File: config.mk
export PLATFORM = sky130hd
export DESIGN_NAME = dac_ad5601_subsystem
export DESIGN_NICKNAME = d
export VERILOG_FILES = /design/src/source/dac_pkg.sv /design/src/source/dac_reg_map.sv /design/src/source/dac_update_sequencer.sv /design/src/source/spi_shift_master.sv /design/src/source/dac_ad5601_subsystem.sv
export SDC_FILE = /design/constraint.sdc
export NUM_CORES = 1
export LEC_CHECK = 0
export ABC_AREA = 1
export BUFFER_PORTS_ARGS = -buffer_cell sky130_fd_sc_hd__buf_4
export CAP_MARGIN = 20
export CORE_ASPECT_RATIO = 0.75
export CORE_MARGIN = 2
export CORE_UTILIZATION = 40
export DETAILED_ROUTE_END_ITERATION = 8
export SLEW_MARGIN = 40
export SYNTH_ARGS = -nofsm -noshare
export SYNTH_HDL_FRONTEND = slang
export SYNTH_SLANG_ARGS = --single-unit
export TNS_END_PERCENT = 100
File: constraint.sdc
create_clock -name clk_ifc -period 1.5 [get_ports clk_ifc]
set_input_delay 0.3 -clock clk_ifc [delete_from_list [all_inputs] [get_ports clk_ifc]]
set_output_delay 0.3 -clock clk_ifc [all_outputs]
set_load 0.01 [all_outputs]
File: src/source/dac_pkg.sv
////////////////////////////////////////
// shared types and constants for the AD5601 control block
////////////////////////////////////////

`default_nettype none

package dac_pkg;

    ////////////////////////////////////////
    // frame and field geometry

    // one AD5601 shift word
    localparam int dac_frame_bits = 16;

    // gain input and data field of the DAC word
    localparam int gain_width = 8;
    localparam int data_lsb   = 6;

    // read-only version register contents
    localparam logic [15:0] module_version = 16'd1;

    ////////////////////////////////////////
    // types

    // 16-bit word shifted out to the DAC
    typedef logic [dac_frame_bits-1:0] dac_word_t;

    // register map addresses, 4..15 are undefined and read as zero
    typedef enum logic [3:0] {
        reg_module_id      = 4'd0,
        reg_module_version = 4'd1,
        reg_dac            = 4'd2,
        reg_mmi_ctrl       = 4'd3
    } reg_addr_t;

    // power mode field, bits 15..14 of the DAC word
    typedef enum logic [1:0] {
        mode_normal      = 2'b00,
        mode_pd_1k       = 2'b01,
        mode_pd_100k     = 2'b10,
        mode_three_state = 2'b11
    } power_mode_t;

    // update sequencer states
    typedef enum logic [1:0] {
        seq_idle,
        seq_start_after_reset,
        seq_transfer
    } seq_state_t;

endpackage

`default_nettype wire

File: src/source/dac_reg_map.sv
////////////////////////////////////////
// register file with host bus decode, DAC word ownership
// and change strobe
////////////////////////////////////////

`timescale 1ns/1ps
`default_nettype none

module dac_reg_map #(
    parameter logic [15:0]        module_id   = 16'h0000,
    parameter dac_pkg::dac_word_t dac_default = '0
) (
    input  logic                              clk_ifc,
    input  logic                              SET_DEFAULT_ON_RESET,

    input  logic                              mmi_ctrl_en,

    // host write side
    input  logic                              wr_stb,
    input  dac_pkg::reg_addr_t                wr_addr,
    input  dac_pkg::dac_word_t                wr_data,

    // host read side
    input  logic                              rd_stb,
    input  logic [3:0]                        rd_addr,
    output dac_pkg::dac_word_t                rd_data,
    output logic                              rd_valid,

    // local gain source
    input  logic [dac_pkg::gain_width-1:0]    gain,
    input  logic                              gain_valid_stb,

    output dac_pkg::dac_word_t                dac_word,
    output logic                              dac_change_stb
);

    import dac_pkg::*;

    ////////////////////////////////////////
    // signals

    dac_word_t   dac_word_q;
    dac_word_t   gain_word;
    power_mode_t cur_mode;
    logic        mmi_ctrl_q;
    logic        host_wr_ok;
    logic        gain_wr_ok;

    ////////////////////////////////////////
    // decode

    // host owns the word while the enable level is high
    assign host_wr_ok = wr_stb && (wr_addr == reg_dac) && mmi_ctrl_en;

    // otherwise the gain strobe owns the data field
    assign gain_wr_ok = gain_valid_stb && !mmi_ctrl_en;

    // keep mode and reserved bits, replace only the data field
    assign cur_mode  = power_mode_t'(dac_word_q[dac_frame_bits-1 -: 2]);
    assign gain_word = {cur_mode, gain, dac_word_q[data_lsb-1:0]};

    assign dac_word = dac_word_q;

    ////////////////////////////////////////
    // DAC word register

    always_ff @(posedge clk_ifc) begin
        if (SET_DEFAULT_ON_RESET) begin
            dac_word_q     <= dac_default;
            dac_change_stb <= 1'b0;
        end else begin
            dac_change_stb <= host_wr_ok || gain_wr_ok;
            if (host_wr_ok) begin
                dac_word_q <= wr_data;
            end else if (gain_wr_ok) begin
                dac_word_q <= gain_word;
            end
        end
    end

    // registered copy of the enable level for readback
    always_ff @(posedge clk_ifc) begin
        if (SET_DEFAULT_ON_RESET) begin
            mmi_ctrl_q <= 1'b0;
        end else begin
            mmi_ctrl_q <= mmi_ctrl_en;
        end
    end

    ////////////////////////////////////////
    // read path, fixed one cycle latency

    always_ff @(posedge clk_ifc) begin
        if (SET_DEFAULT_ON_RESET) begin
            rd_valid <= 1'b0;
        end else begin
            rd_valid <= rd_stb;
        end
    end

    // register read mux
    always_ff @(posedge clk_ifc) begin
        if (rd_stb) begin
            case (rd_addr)
                reg_module_id: begin
                    rd_data <= module_id;
                end
                reg_module_version: begin
                    rd_data <= module_version;
                end
                reg_dac: begin
                    rd_data <= dac_word_q;
                end
                reg_mmi_ctrl: begin
                    rd_data <= {{(dac_frame_bits-1){1'b0}}, mmi_ctrl_q};
                end
                default: begin
                    // undefined address
                    rd_data <= '0;
                end
            endcase
        end
    end

endmodule

`default_nettype wire

File: src/source/dac_update_sequencer.sv
////////////////////////////////////////
// update sequencer: launches, merges and reports SPI frames
////////////////////////////////////////

`timescale 1ns/1ps
`default_nettype none

module dac_update_sequencer #(
    parameter bit load_default_at_reset = 1'b1
) (
    input  logic               clk_ifc,
    input  logic               SET_DEFAULT_ON_RESET,

    // from the register map
    input  dac_pkg::dac_word_t dac_word,
    input  logic               dac_change_stb,

    // to the shift master
    output logic               frame_start,
    output dac_pkg::dac_word_t frame_word,
    input  logic               busy,
    input  logic               frame_done,

    output logic               dac_updated_stb,
    output logic               init_done
);

    import dac_pkg::*;

    ////////////////////////////////////////
    // signals

    seq_state_t state;

    // a change arrived while a frame was in flight
    logic pending;

    // launch is allowed only when the shift master is free
    logic can_launch;

    assign can_launch = !busy;

    ////////////////////////////////////////
    // control FSM

    always_ff @(posedge clk_ifc) begin
        if (SET_DEFAULT_ON_RESET) begin
            state           <= load_default_at_reset ? seq_start_after_reset : seq_idle;
            pending         <= 1'b0;
            frame_start     <= 1'b0;
            dac_updated_stb <= 1'b0;
        end else begin
            frame_start     <= 1'b0;
            dac_updated_stb <= 1'b0;

            case (state)
                seq_idle: begin
                    if (dac_change_stb && can_launch) begin
                        frame_start <= 1'b1;
                        state       <= seq_transfer;
                    end
                end

                seq_start_after_reset: begin
                    // send the default word once
                    frame_start <= 1'b1;
                    state       <= seq_transfer;
                    if (dac_change_stb) begin
                        pending <= 1'b1;
                    end
                end

                seq_transfer: begin
                    if (dac_change_stb) begin
                        pending <= 1'b1;
                    end
                    if (frame_done) begin
                        dac_updated_stb <= 1'b1;
                        if (pending || dac_change_stb) begin
                            // one follow-up frame carries the latest word
                            frame_start <= 1'b1;
                            pending     <= 1'b0;
                        end else begin
                            state <= seq_idle;
                        end
                    end
                end

                default: begin
                    state   <= seq_idle;
                    pending <= 1'b0;
                end
            endcase
        end
    end

    ////////////////////////////////////////
    // frame payload

    // word is sampled whenever a launch is issued
    always_ff @(posedge clk_ifc) begin
        if (state == seq_start_after_reset) begin
            frame_word <= dac_word;
        end else if (state == seq_idle && dac_change_stb) begin
            frame_word <= dac_word;
        end else if (state == seq_transfer && frame_done) begin
            frame_word <= dac_word;
        end
    end

    ////////////////////////////////////////
    // init done

    // high after the first completed frame when the default is loaded
    always_ff @(posedge clk_ifc) begin
        if (SET_DEFAULT_ON_RESET) begin
            init_done <= ~load_default_at_reset;
        end else if (state == seq_transfer && frame_done) begin
            init_done <= 1'b1;
        end
    end

endmodule

`default_nettype wire

File: src/source/spi_shift_master.sv
////////////////////////////////////////
// 16-bit AD5601 serializer with sclk divider and sync_n framing
////////////////////////////////////////

`timescale 1ns/1ps
`default_nettype none

module spi_shift_master #(
    parameter int sclk_half_cycles = 2
) (
    input  logic               clk_ifc,
    input  logic               SET_DEFAULT_ON_RESET,

    input  logic               frame_start,
    input  dac_pkg::dac_word_t frame_word,
    output logic               busy,
    output logic               frame_done,

    // AD5601 serial pins
    output logic               sclk,
    output logic               sync_n,
    output logic               sdin
);

    import dac_pkg::*;

    ////////////////////////////////////////
    // counters

    localparam int div_w = (sclk_half_cycles > 1) ? $clog2(sclk_half_cycles) : 1;
    localparam int bit_w = $clog2(dac_frame_bits);

    localparam logic [div_w-1:0] div_last = div_w'(sclk_half_cycles - 1);
    localparam logic [bit_w-1:0] bit_last = bit_w'(dac_frame_bits - 1);

    logic [div_w-1:0] div_cnt;
    logic [bit_w-1:0] bit_cnt;
    dac_word_t        shreg;
    logic             half_end;

    assign half_end = (div_cnt == div_last);

    // MSB first, moves on the rising sclk edge
    assign sdin = shreg[dac_frame_bits-1];

    ////////////////////////////////////////
    // frame engine

    always_ff @(posedge clk_ifc) begin
        if (SET_DEFAULT_ON_RESET) begin
            busy       <= 1'b0;
            frame_done <= 1'b0;
            sclk       <= 1'b1;
            sync_n     <= 1'b1;
            div_cnt    <= '0;
            bit_cnt    <= '0;
            shreg      <= '0;
        end else begin
            frame_done <= 1'b0;
            if (frame_start && !busy) begin
                busy    <= 1'b1;
                sync_n  <= 1'b0;
                sclk    <= 1'b1;
                div_cnt <= '0;
                bit_cnt <= '0;
                shreg   <= frame_word;
            end else if (busy) begin
                if (!half_end) begin
                    div_cnt <= div_cnt + 1'b1;
                end else begin
                    div_cnt <= '0;
                    if (sclk) begin
                        // falling edge, DAC samples sdin here
                        sclk <= 1'b0;
                    end else if (bit_cnt == bit_last) begin
                        // last low half done, close the frame
                        sclk       <= 1'b1;
                        sync_n     <= 1'b1;
                        busy       <= 1'b0;
                        frame_done <= 1'b1;
                    end else begin
                        sclk    <= 1'b1;
                        bit_cnt <= bit_cnt + 1'b1;
                        shreg   <= {shreg[dac_frame_bits-2:0], 1'b0};
                    end
                end
            end
        end
    end

endmodule

`default_nettype wire

File: src/source/dac_ad5601_subsystem.sv
////////////////////////////////////////
// AD5601 control block top level
////////////////////////////////////////

`timescale 1ns/1ps
`default_nettype none

module dac_ad5601_subsystem #(
    parameter logic [15:0]        module_id             = 16'h0000,
    parameter dac_pkg::dac_word_t dac_default           = '0,
    parameter bit                 load_default_at_reset = 1'b1,
    parameter int                 sclk_half_cycles      = 2
) (
    input  logic                           clk_ifc,
    input  logic                           SET_DEFAULT_ON_RESET,

    input  logic                           mmi_ctrl_en,

    // host bus
    input  logic                           wr_stb,
    input  dac_pkg::reg_addr_t             wr_addr,
    input  dac_pkg::dac_word_t             wr_data,
    input  logic                           rd_stb,
    input  logic [3:0]                     rd_addr,
    output dac_pkg::dac_word_t             rd_data,
    output logic                           rd_valid,

    // gain path
    input  logic [dac_pkg::gain_width-1:0] gain,
    input  logic                           gain_valid_stb,

    output logic                           dac_updated_stb,
    output logic                           init_done,

    // AD5601 pins
    output logic                           sclk,
    output logic                           sync_n,
    output logic                           sdin
);

    import dac_pkg::*;

    dac_word_t dac_word;
    logic      dac_change_stb;
    logic      frame_start;
    dac_word_t frame_word;
    logic      busy;
    logic      frame_done;

    dac_reg_map #(
        .module_id   (module_id),
        .dac_default (dac_default)
    ) u_reg_map (
        .clk_ifc              (clk_ifc),
        .SET_DEFAULT_ON_RESET (SET_DEFAULT_ON_RESET),
        .mmi_ctrl_en          (mmi_ctrl_en),
        .wr_stb               (wr_stb),
        .wr_addr              (wr_addr),
        .wr_data              (wr_data),
        .rd_stb               (rd_stb),
        .rd_addr              (rd_addr),
        .rd_data              (rd_data),
        .rd_valid             (rd_valid),
        .gain                 (gain),
        .gain_valid_stb       (gain_valid_stb),
        .dac_word             (dac_word),
        .dac_change_stb       (dac_change_stb)
    );

    dac_update_sequencer #(
        .load_default_at_reset (load_default_at_reset)
    ) u_sequencer (
        .clk_ifc              (clk_ifc),
        .SET_DEFAULT_ON_RESET (SET_DEFAULT_ON_RESET),
        .dac_word             (dac_word),
        .dac_change_stb       (dac_change_stb),
        .frame_start          (frame_start),
        .frame_word           (frame_word),
        .busy                 (busy),
        .frame_done           (frame_done),
        .dac_updated_stb      (dac_updated_stb),
        .init_done            (init_done)
    );

    spi_shift_master #(
        .sclk_half_cycles (sclk_half_cycles)
    ) u_spi (
        .clk_ifc              (clk_ifc),
        .SET_DEFAULT_ON_RESET (SET_DEFAULT_ON_RESET),
        .frame_start          (frame_start),
        .frame_word           (frame_word),
        .busy                 (busy),
        .frame_done           (frame_done),
        .sclk                 (sclk),
        .sync_n               (sync_n),
        .sdin                 (sdin)
    );

endmodule

`default_nettype wire

After elaboration in Yosys (flattened, before gate mapping):

Cells that the tools add are included.

* flip-flop bits (word level): 82
* output and inout port bits: 22

* add/subtract/negate cells: 2
* equality and inequality tests: 12
* muxes and demuxes: 37
* bitwise logic cells: 5
* reductions and logical operators: 25

Operators with widths (number)
* $mux W16: 9
* $pmux W16 S3: 1
* $mux W1: 20
* $mux W14: 1
* $eq A4 B2 Y1 const B: 3
* $reduce_and A4 Y1: 3
* $reduce_bool A2 Y1: 4
* $logic_and A1 B1 Y1: 7
* $mux W2: 3
* $ne A2 B1 Y1 const B: 3
* $pmux W1 S3: 2
* $pmux W2 S3: 1
* $not A1 Y1: 5
* $reduce_or A5 Y1: 1
* $add A4 B1 Y4 const B: 1
* $eq A4 B1 Y1 const B: 1
* $eq A4 B4 Y1 const B: 1
* $ne A2 B2 Y1 const B: 2
* $reduce_or A2 Y1: 2
* $reduce_and A3 Y1: 1
* $reduce_bool A3 Y1: 1
* $eq A2 B1 Y1 const B: 1
* $eq A2 B2 Y1 const B: 1
* $logic_not A1 Y1: 2
* 4 further kinds: 5

Depth between registers and ports, before layout:

* word-level depth: 6
* depth in mapped cells: 7
* mapped depth without buffers: 7

Hierarchy:

From an unflattened synthesis, not the netlist that was laid out.

* cells, all modules: 401
* area, all modules: 3570.9 um^2

Modules (own cells, without submodules)
* dac_reg_map: times used 1, cells an instance 169, area an instance 1497.7 um^2, sequential area each 860.8 um^2
* spi_shift_master: times used 1, cells an instance 171, area an instance 1266.2 um^2, sequential area each 500.5 um^2
* dac_update_sequencer: times used 1, cells an instance 61, area an instance 807.0 um^2, sequential area each 600.6 um^2

Least setup slack after synthesis:

OpenSTA, ideal clock, no wires.

* path kind: register to register
* start: reg u_sequencer.state[0]
* end: reg u_sequencer.frame_word[0] (enable)
* setup time: 0.416 ns
* arrival: 1.120 ns
* slack: -0.036 ns
* stages on the path, launching flop included: 5
* path buffers: 0
* clock period less this slack: 1.536 ns
* path through: dfxtp_1 -> inv_1 -> ha_1 -> nand2_1 -> nand3_1

* word-level cells in the longest chain between the ends: 3

Ends and longest elaborated chain
* start, declared: line dac_update_sequencer.sv:33 `seq_state_t state;`
* start signal, assigned: line dac_update_sequencer.sv:48 `state <= load_default_at_reset ? seq_start_after_reset : seq_idle;`
* start signal, assigned: line dac_update_sequencer.sv:60 `state <= seq_transfer;`
* start signal, assigned: line dac_update_sequencer.sv:67 `state <= seq_transfer;`
* $eq A2 B2 Y1 / $logic_not A2 Y1 (equally long branches): line dac_update_sequencer.sv:106, dac_update_sequencer.sv:104
* $logic_and A1 B1 Y1 (on tied branches): line dac_update_sequencer.sv:106, dac_update_sequencer.sv:104
* $reduce_bool A3 Y1 (no source line) (*)
* end signal, assigned: line dac_update_sequencer.sv:103 `frame_word <= dac_word;`
* end signal, assigned: line dac_update_sequencer.sv:105 `frame_word <= dac_word;`
* end signal, assigned: line dac_update_sequencer.sv:107 `frame_word <= dac_word;`
* end, declared: line dac_update_sequencer.sv:20 `output dac_pkg::dac_word_t frame_word,`

Mark *: on every way between the ends. The rest lies on a longest branch, timed or not.
A chain may end at the register's enable or synchronous reset.

Worst setup path in the final report:

* start: reg u_spi.bit_cnt[0]
* end: reg u_spi.shreg[1]

* word-level cells in the longest chain between the ends: 3

Ends and longest elaborated chain
* start, declared: line spi_shift_master.sv:37 `logic [bit_w-1:0] bit_cnt;`
* start signal, assigned: line spi_shift_master.sv:83 `bit_cnt <= bit_cnt + 1'b1;`
* $eq A4 B4 Y1: line spi_shift_master.sv:75 `end else if (bit_cnt == bit_last) begin`
* $ne A2 B1 Y1 (no source line)
* $reduce_and A4 Y1 (no source line)
* end signal, assigned: line spi_shift_master.sv:66 `shreg <= frame_word;`
* end signal, assigned: line spi_shift_master.sv:84 `shreg <= {shreg[dac_frame_bits-2:0], 1'b0};`
* end, declared: line spi_shift_master.sv:38 `dac_word_t shreg;`

Every way passes these cells.

==> qor.yml <==
run_status:
  status: "completed"
floorplanning:
  ios: 60
  rows: 29
  dieArea_mm2: 0.00940
  initial_core_util_pct: 41.0
  dieHeight_um: 84.5
  fp.dieW_um: 111
  core-area_mm2: 0.00842
route:
  ant_nets: 0
  first_pass_iters: 4
  wl_per_cell_um: 12.0
  viasPerCell: 4.66
  via_count: 2717
  drc_errors: 0
  drt_iter0_drc: 117
  wl_mm: 7.02
setup_path:
  slowest_stage: "dfxtp_1"
  required_ns: 1.76
  r2r-start: "u_spi.bit_cnt[0]"
  criticalPathCategory: "reg -> reg"
  critPathCaptureType: "flip-flop"
  timing.rr.end: "u_spi.shreg[1]"
  critical-path-top-delay-family: "simple AND/OR/NAND/NOR gates"
  worstSetupStartpointType: "flip-flop"
  cp.buffers_inverters: 0
  arrival_ns: 1.67
  cp_max_fo: 17
  max_stage_delay_ns: 0.38
  r2r_slack_ns: 0.09
  r2r_cells: 7
  cp.depth: 7
  crit_chain: "ha_1 > nand3_2 > nand2_4 > nand2_8 > nand3_1 > nand2_1 > nor2_1"
finish:
  n_fill_cell: 806
  diodes: 0
  utilization_pct: 52.6
  multi_input_area_mm2: 0.00120
  stdcell_count: 583
  fin_nets: 513
  seq_area_mm2: 0.00196
  area.growth.synth_to_final_pct: 28.3
  layout_commonest_cell: "nor2_1"
  drive_gt1_share_pct: 25.1
  fin_area_mm2: 0.00443
  layout_common_cells: "nor2_1, buf_4, inv_1, dfxtp_1, nand2_1"
clock_tree:
  cts.path.max_buffers: 2
  cts_sinks: 82
  numCtsBuffers: 9
  cts_tree: "built"
  cts_max_level: 3
  insertion_delay_ns: 0.33
  cts_hold_buf: 0
  root_buffer: "clkbuf_16"
  clk_pin_slew_ns: 0.06
synth:
  synth_top_family_by_area: "simple AND/OR/NAND/NOR gates"
  synth_edf_count: 32
  ys_ff_latch: 82
  synth_compound_area_share_pct: 10.3
  syn-cell-area_mm2: 0.00345
  syn-num-nets: 438
  synthAdderAreaFrac_pct: 1.81
  yosys_warnings: 0
  synthFlopType: "dfxtp_1"
  synthXorXnorAreaFrac_pct: 0.254
  synth-seq-area-share_pct: 56.8
  yosys.area_share.simple_pct: 21.8
  postSynth.asyncResetShare_pct: 0
  syn_area_per_cell_um2: 8.74
  synth_cell_types: 29
  synthCells: 395
  synthMuxAreaShare_pct: 0
global_route:
  antenna_found_initial: 0
  grt_overflow: 0
  grt_pass1_wl_mm: 12.0
  grt_max_degree: 32
  grt_pass1_vias: 2696
  grt_usage_pct: 15.8
placed_design:
  place.gp.congestion: 0.740
  dp_slack_ns: 0.0127
  dp.cells: 560
  io_buffers: 59
  post_dp_cell_area_mm2: 0.00405
  dp_hpwl_mm: 4.79
pwr:
  cellPowerDensity_mw_per_mm2: 1320
  power_mw: 5.83
  swShare_pct: 24.6
  p_switching_mw: 1.44
  p_comb_share_pct: 14.6
  p_leak_nw: 1.84
  power_frac_clock_pct: 39.9
  seqPwrFrac_pct: 45.5
  vdd_drop_max_mv: 0.643
  p_int_mw: 4.39
timing:
  timing.final.hold_violations: 0
  maxSlewHeadroom_pct: 70.8
  worst_slack_ns: 0.0904
  whs_ns: 0.205
  timing.fmax_mhz: 709
  finalCritPeriodShare_pct: 94.0
  fin_tns_setup_ns: 0
  slew_violations: 0
  skew_ns: 0.00765
  worst_pin_slew_ns: 0.437
  setup_viol: 0
  post-route-min-period_ns: 1.41
flow_run:
  max_cap_viol_count: 0
hold_path:
  worstHoldStart: "mmi_ctrl_en"
  holdPathStages: 3
  hold_path_class: "in -> reg"
  hold-path-endpoint: "u_reg_map.mmi_ctrl_q"
[synthesized netlist by cell type (2+ instances only)]
library cell  number  area [µm²]
nor2_1            85         319
inv_1             62         233
dfxtp_1           50        1000
nand2_1           48         180
edfxtp_1          32         961
nand3_1           21         105
a21oi_1           20         100
o21ai_0           19        95.1
a21oi_2            8        70.1
nand4_1            8        50.1
o21ai_2            8        70.1
clkbuf_1           5        18.8
ha_1               5        62.6
buf_2              4        20.0
nor2_2             3        18.8
buf_4              2        15.0
nand2_2            2        12.5
nor3_1             2        10.0
[worst max-delay path by stage]
stage | startpoint | end | slack, ns
5_1_grt | u_spi.bit_cnt[0] | u_spi.shreg[15] | -0.03
2_1_floorplan | u_sequencer.state[0] | u_sequencer.frame_word[0] | 0.16
6_report | u_spi.bit_cnt[0] | u_spi.shreg[1] | 0.09
3_5_place_dp | u_spi.bit_cnt[0] | u_spi.shreg[15] | 0.01
4_1_cts | u_spi.bit_cnt[0] | u_spi.shreg[1] | 0.08
3_3_place_gp | u_spi.bit_cnt[0] | u_spi.shreg[15] | 0.09
[logic make-up after synthesis]
logic type	after synthesis
adders and majority gates	5
and+or+nand+nor	174
DFF	82
xor gates and xnor gates	1
AOI/OAI and AO/OA	58
buffers and inverters	75
[metal layers]
layer,routed length [µm],vias to the layer above,track usage (%)
met4,57,0,5.39
met3,320,7,4.26
met1,3480,1245,21.1
met5,0,-,0
li1,-,1409,-
met2,3160,56,25.1
[worst reg2reg max path, delay by kind of cell (launching register included)]
kind	cells	cell delay [ns]
flops	1	0.38
fa+ha+maj	1	0.24
simple gates	6	0.72
[flip-flops by register name (all words and copies together) (netlist names)]
signal / cells
u_sequencer.frame_start: 1
u_reg_map.rd_valid: 1
u_sequencer.pending: 1
u_spi.shreg: 16
u_reg_map.rd_data: 16
u_spi.sclk: 1
u_spi.frame_done: 1
u_reg_map.dac_word: 16
u_reg_map.dac_change_stb: 1
u_spi.div_cnt: 1
u_reg_map.mmi_ctrl_q: 1
u_spi.busy: 1
u_spi.bit_cnt: 4
u_spi.sync_n: 1
u_sequencer.state: 2
u_sequencer.frame_word: 16
u_sequencer.init_done: 1
u_sequencer.dac_updated_stb: 1
[power by group through the flow]
stage	logic [mW]	registers, mW	clock network (mW)
global placement	0.832	2.69	0
CTS	0.852	2.65	2.39
global route	0.973	2.67	2.49
floorplan	0.555	2.69	0
finish	0.852	2.65	2.32
detailed placement	0.840	2.70	0
[repair_timing]
item,in CTS,in global routing
resized for setup,0,2
endpoints found under the setup margin,8,27
pin swaps,1,1
cloned,0,1
setup buffers,6,0
[final cells by class]
cell class | count | area share [%]
Clock buffer | 11 | 5.48
Clock inverter | 5 | 1.75
Inverter | 63 | 5.34
Multi-Input combinational cell | 239 | 27.0
Sequential cell | 82 | 44.3
Tap cell | 108 | 3.05
Timing Repair Buffer | 75 | 13.1
No activity file was read; power rests on OpenSTA's default activity.
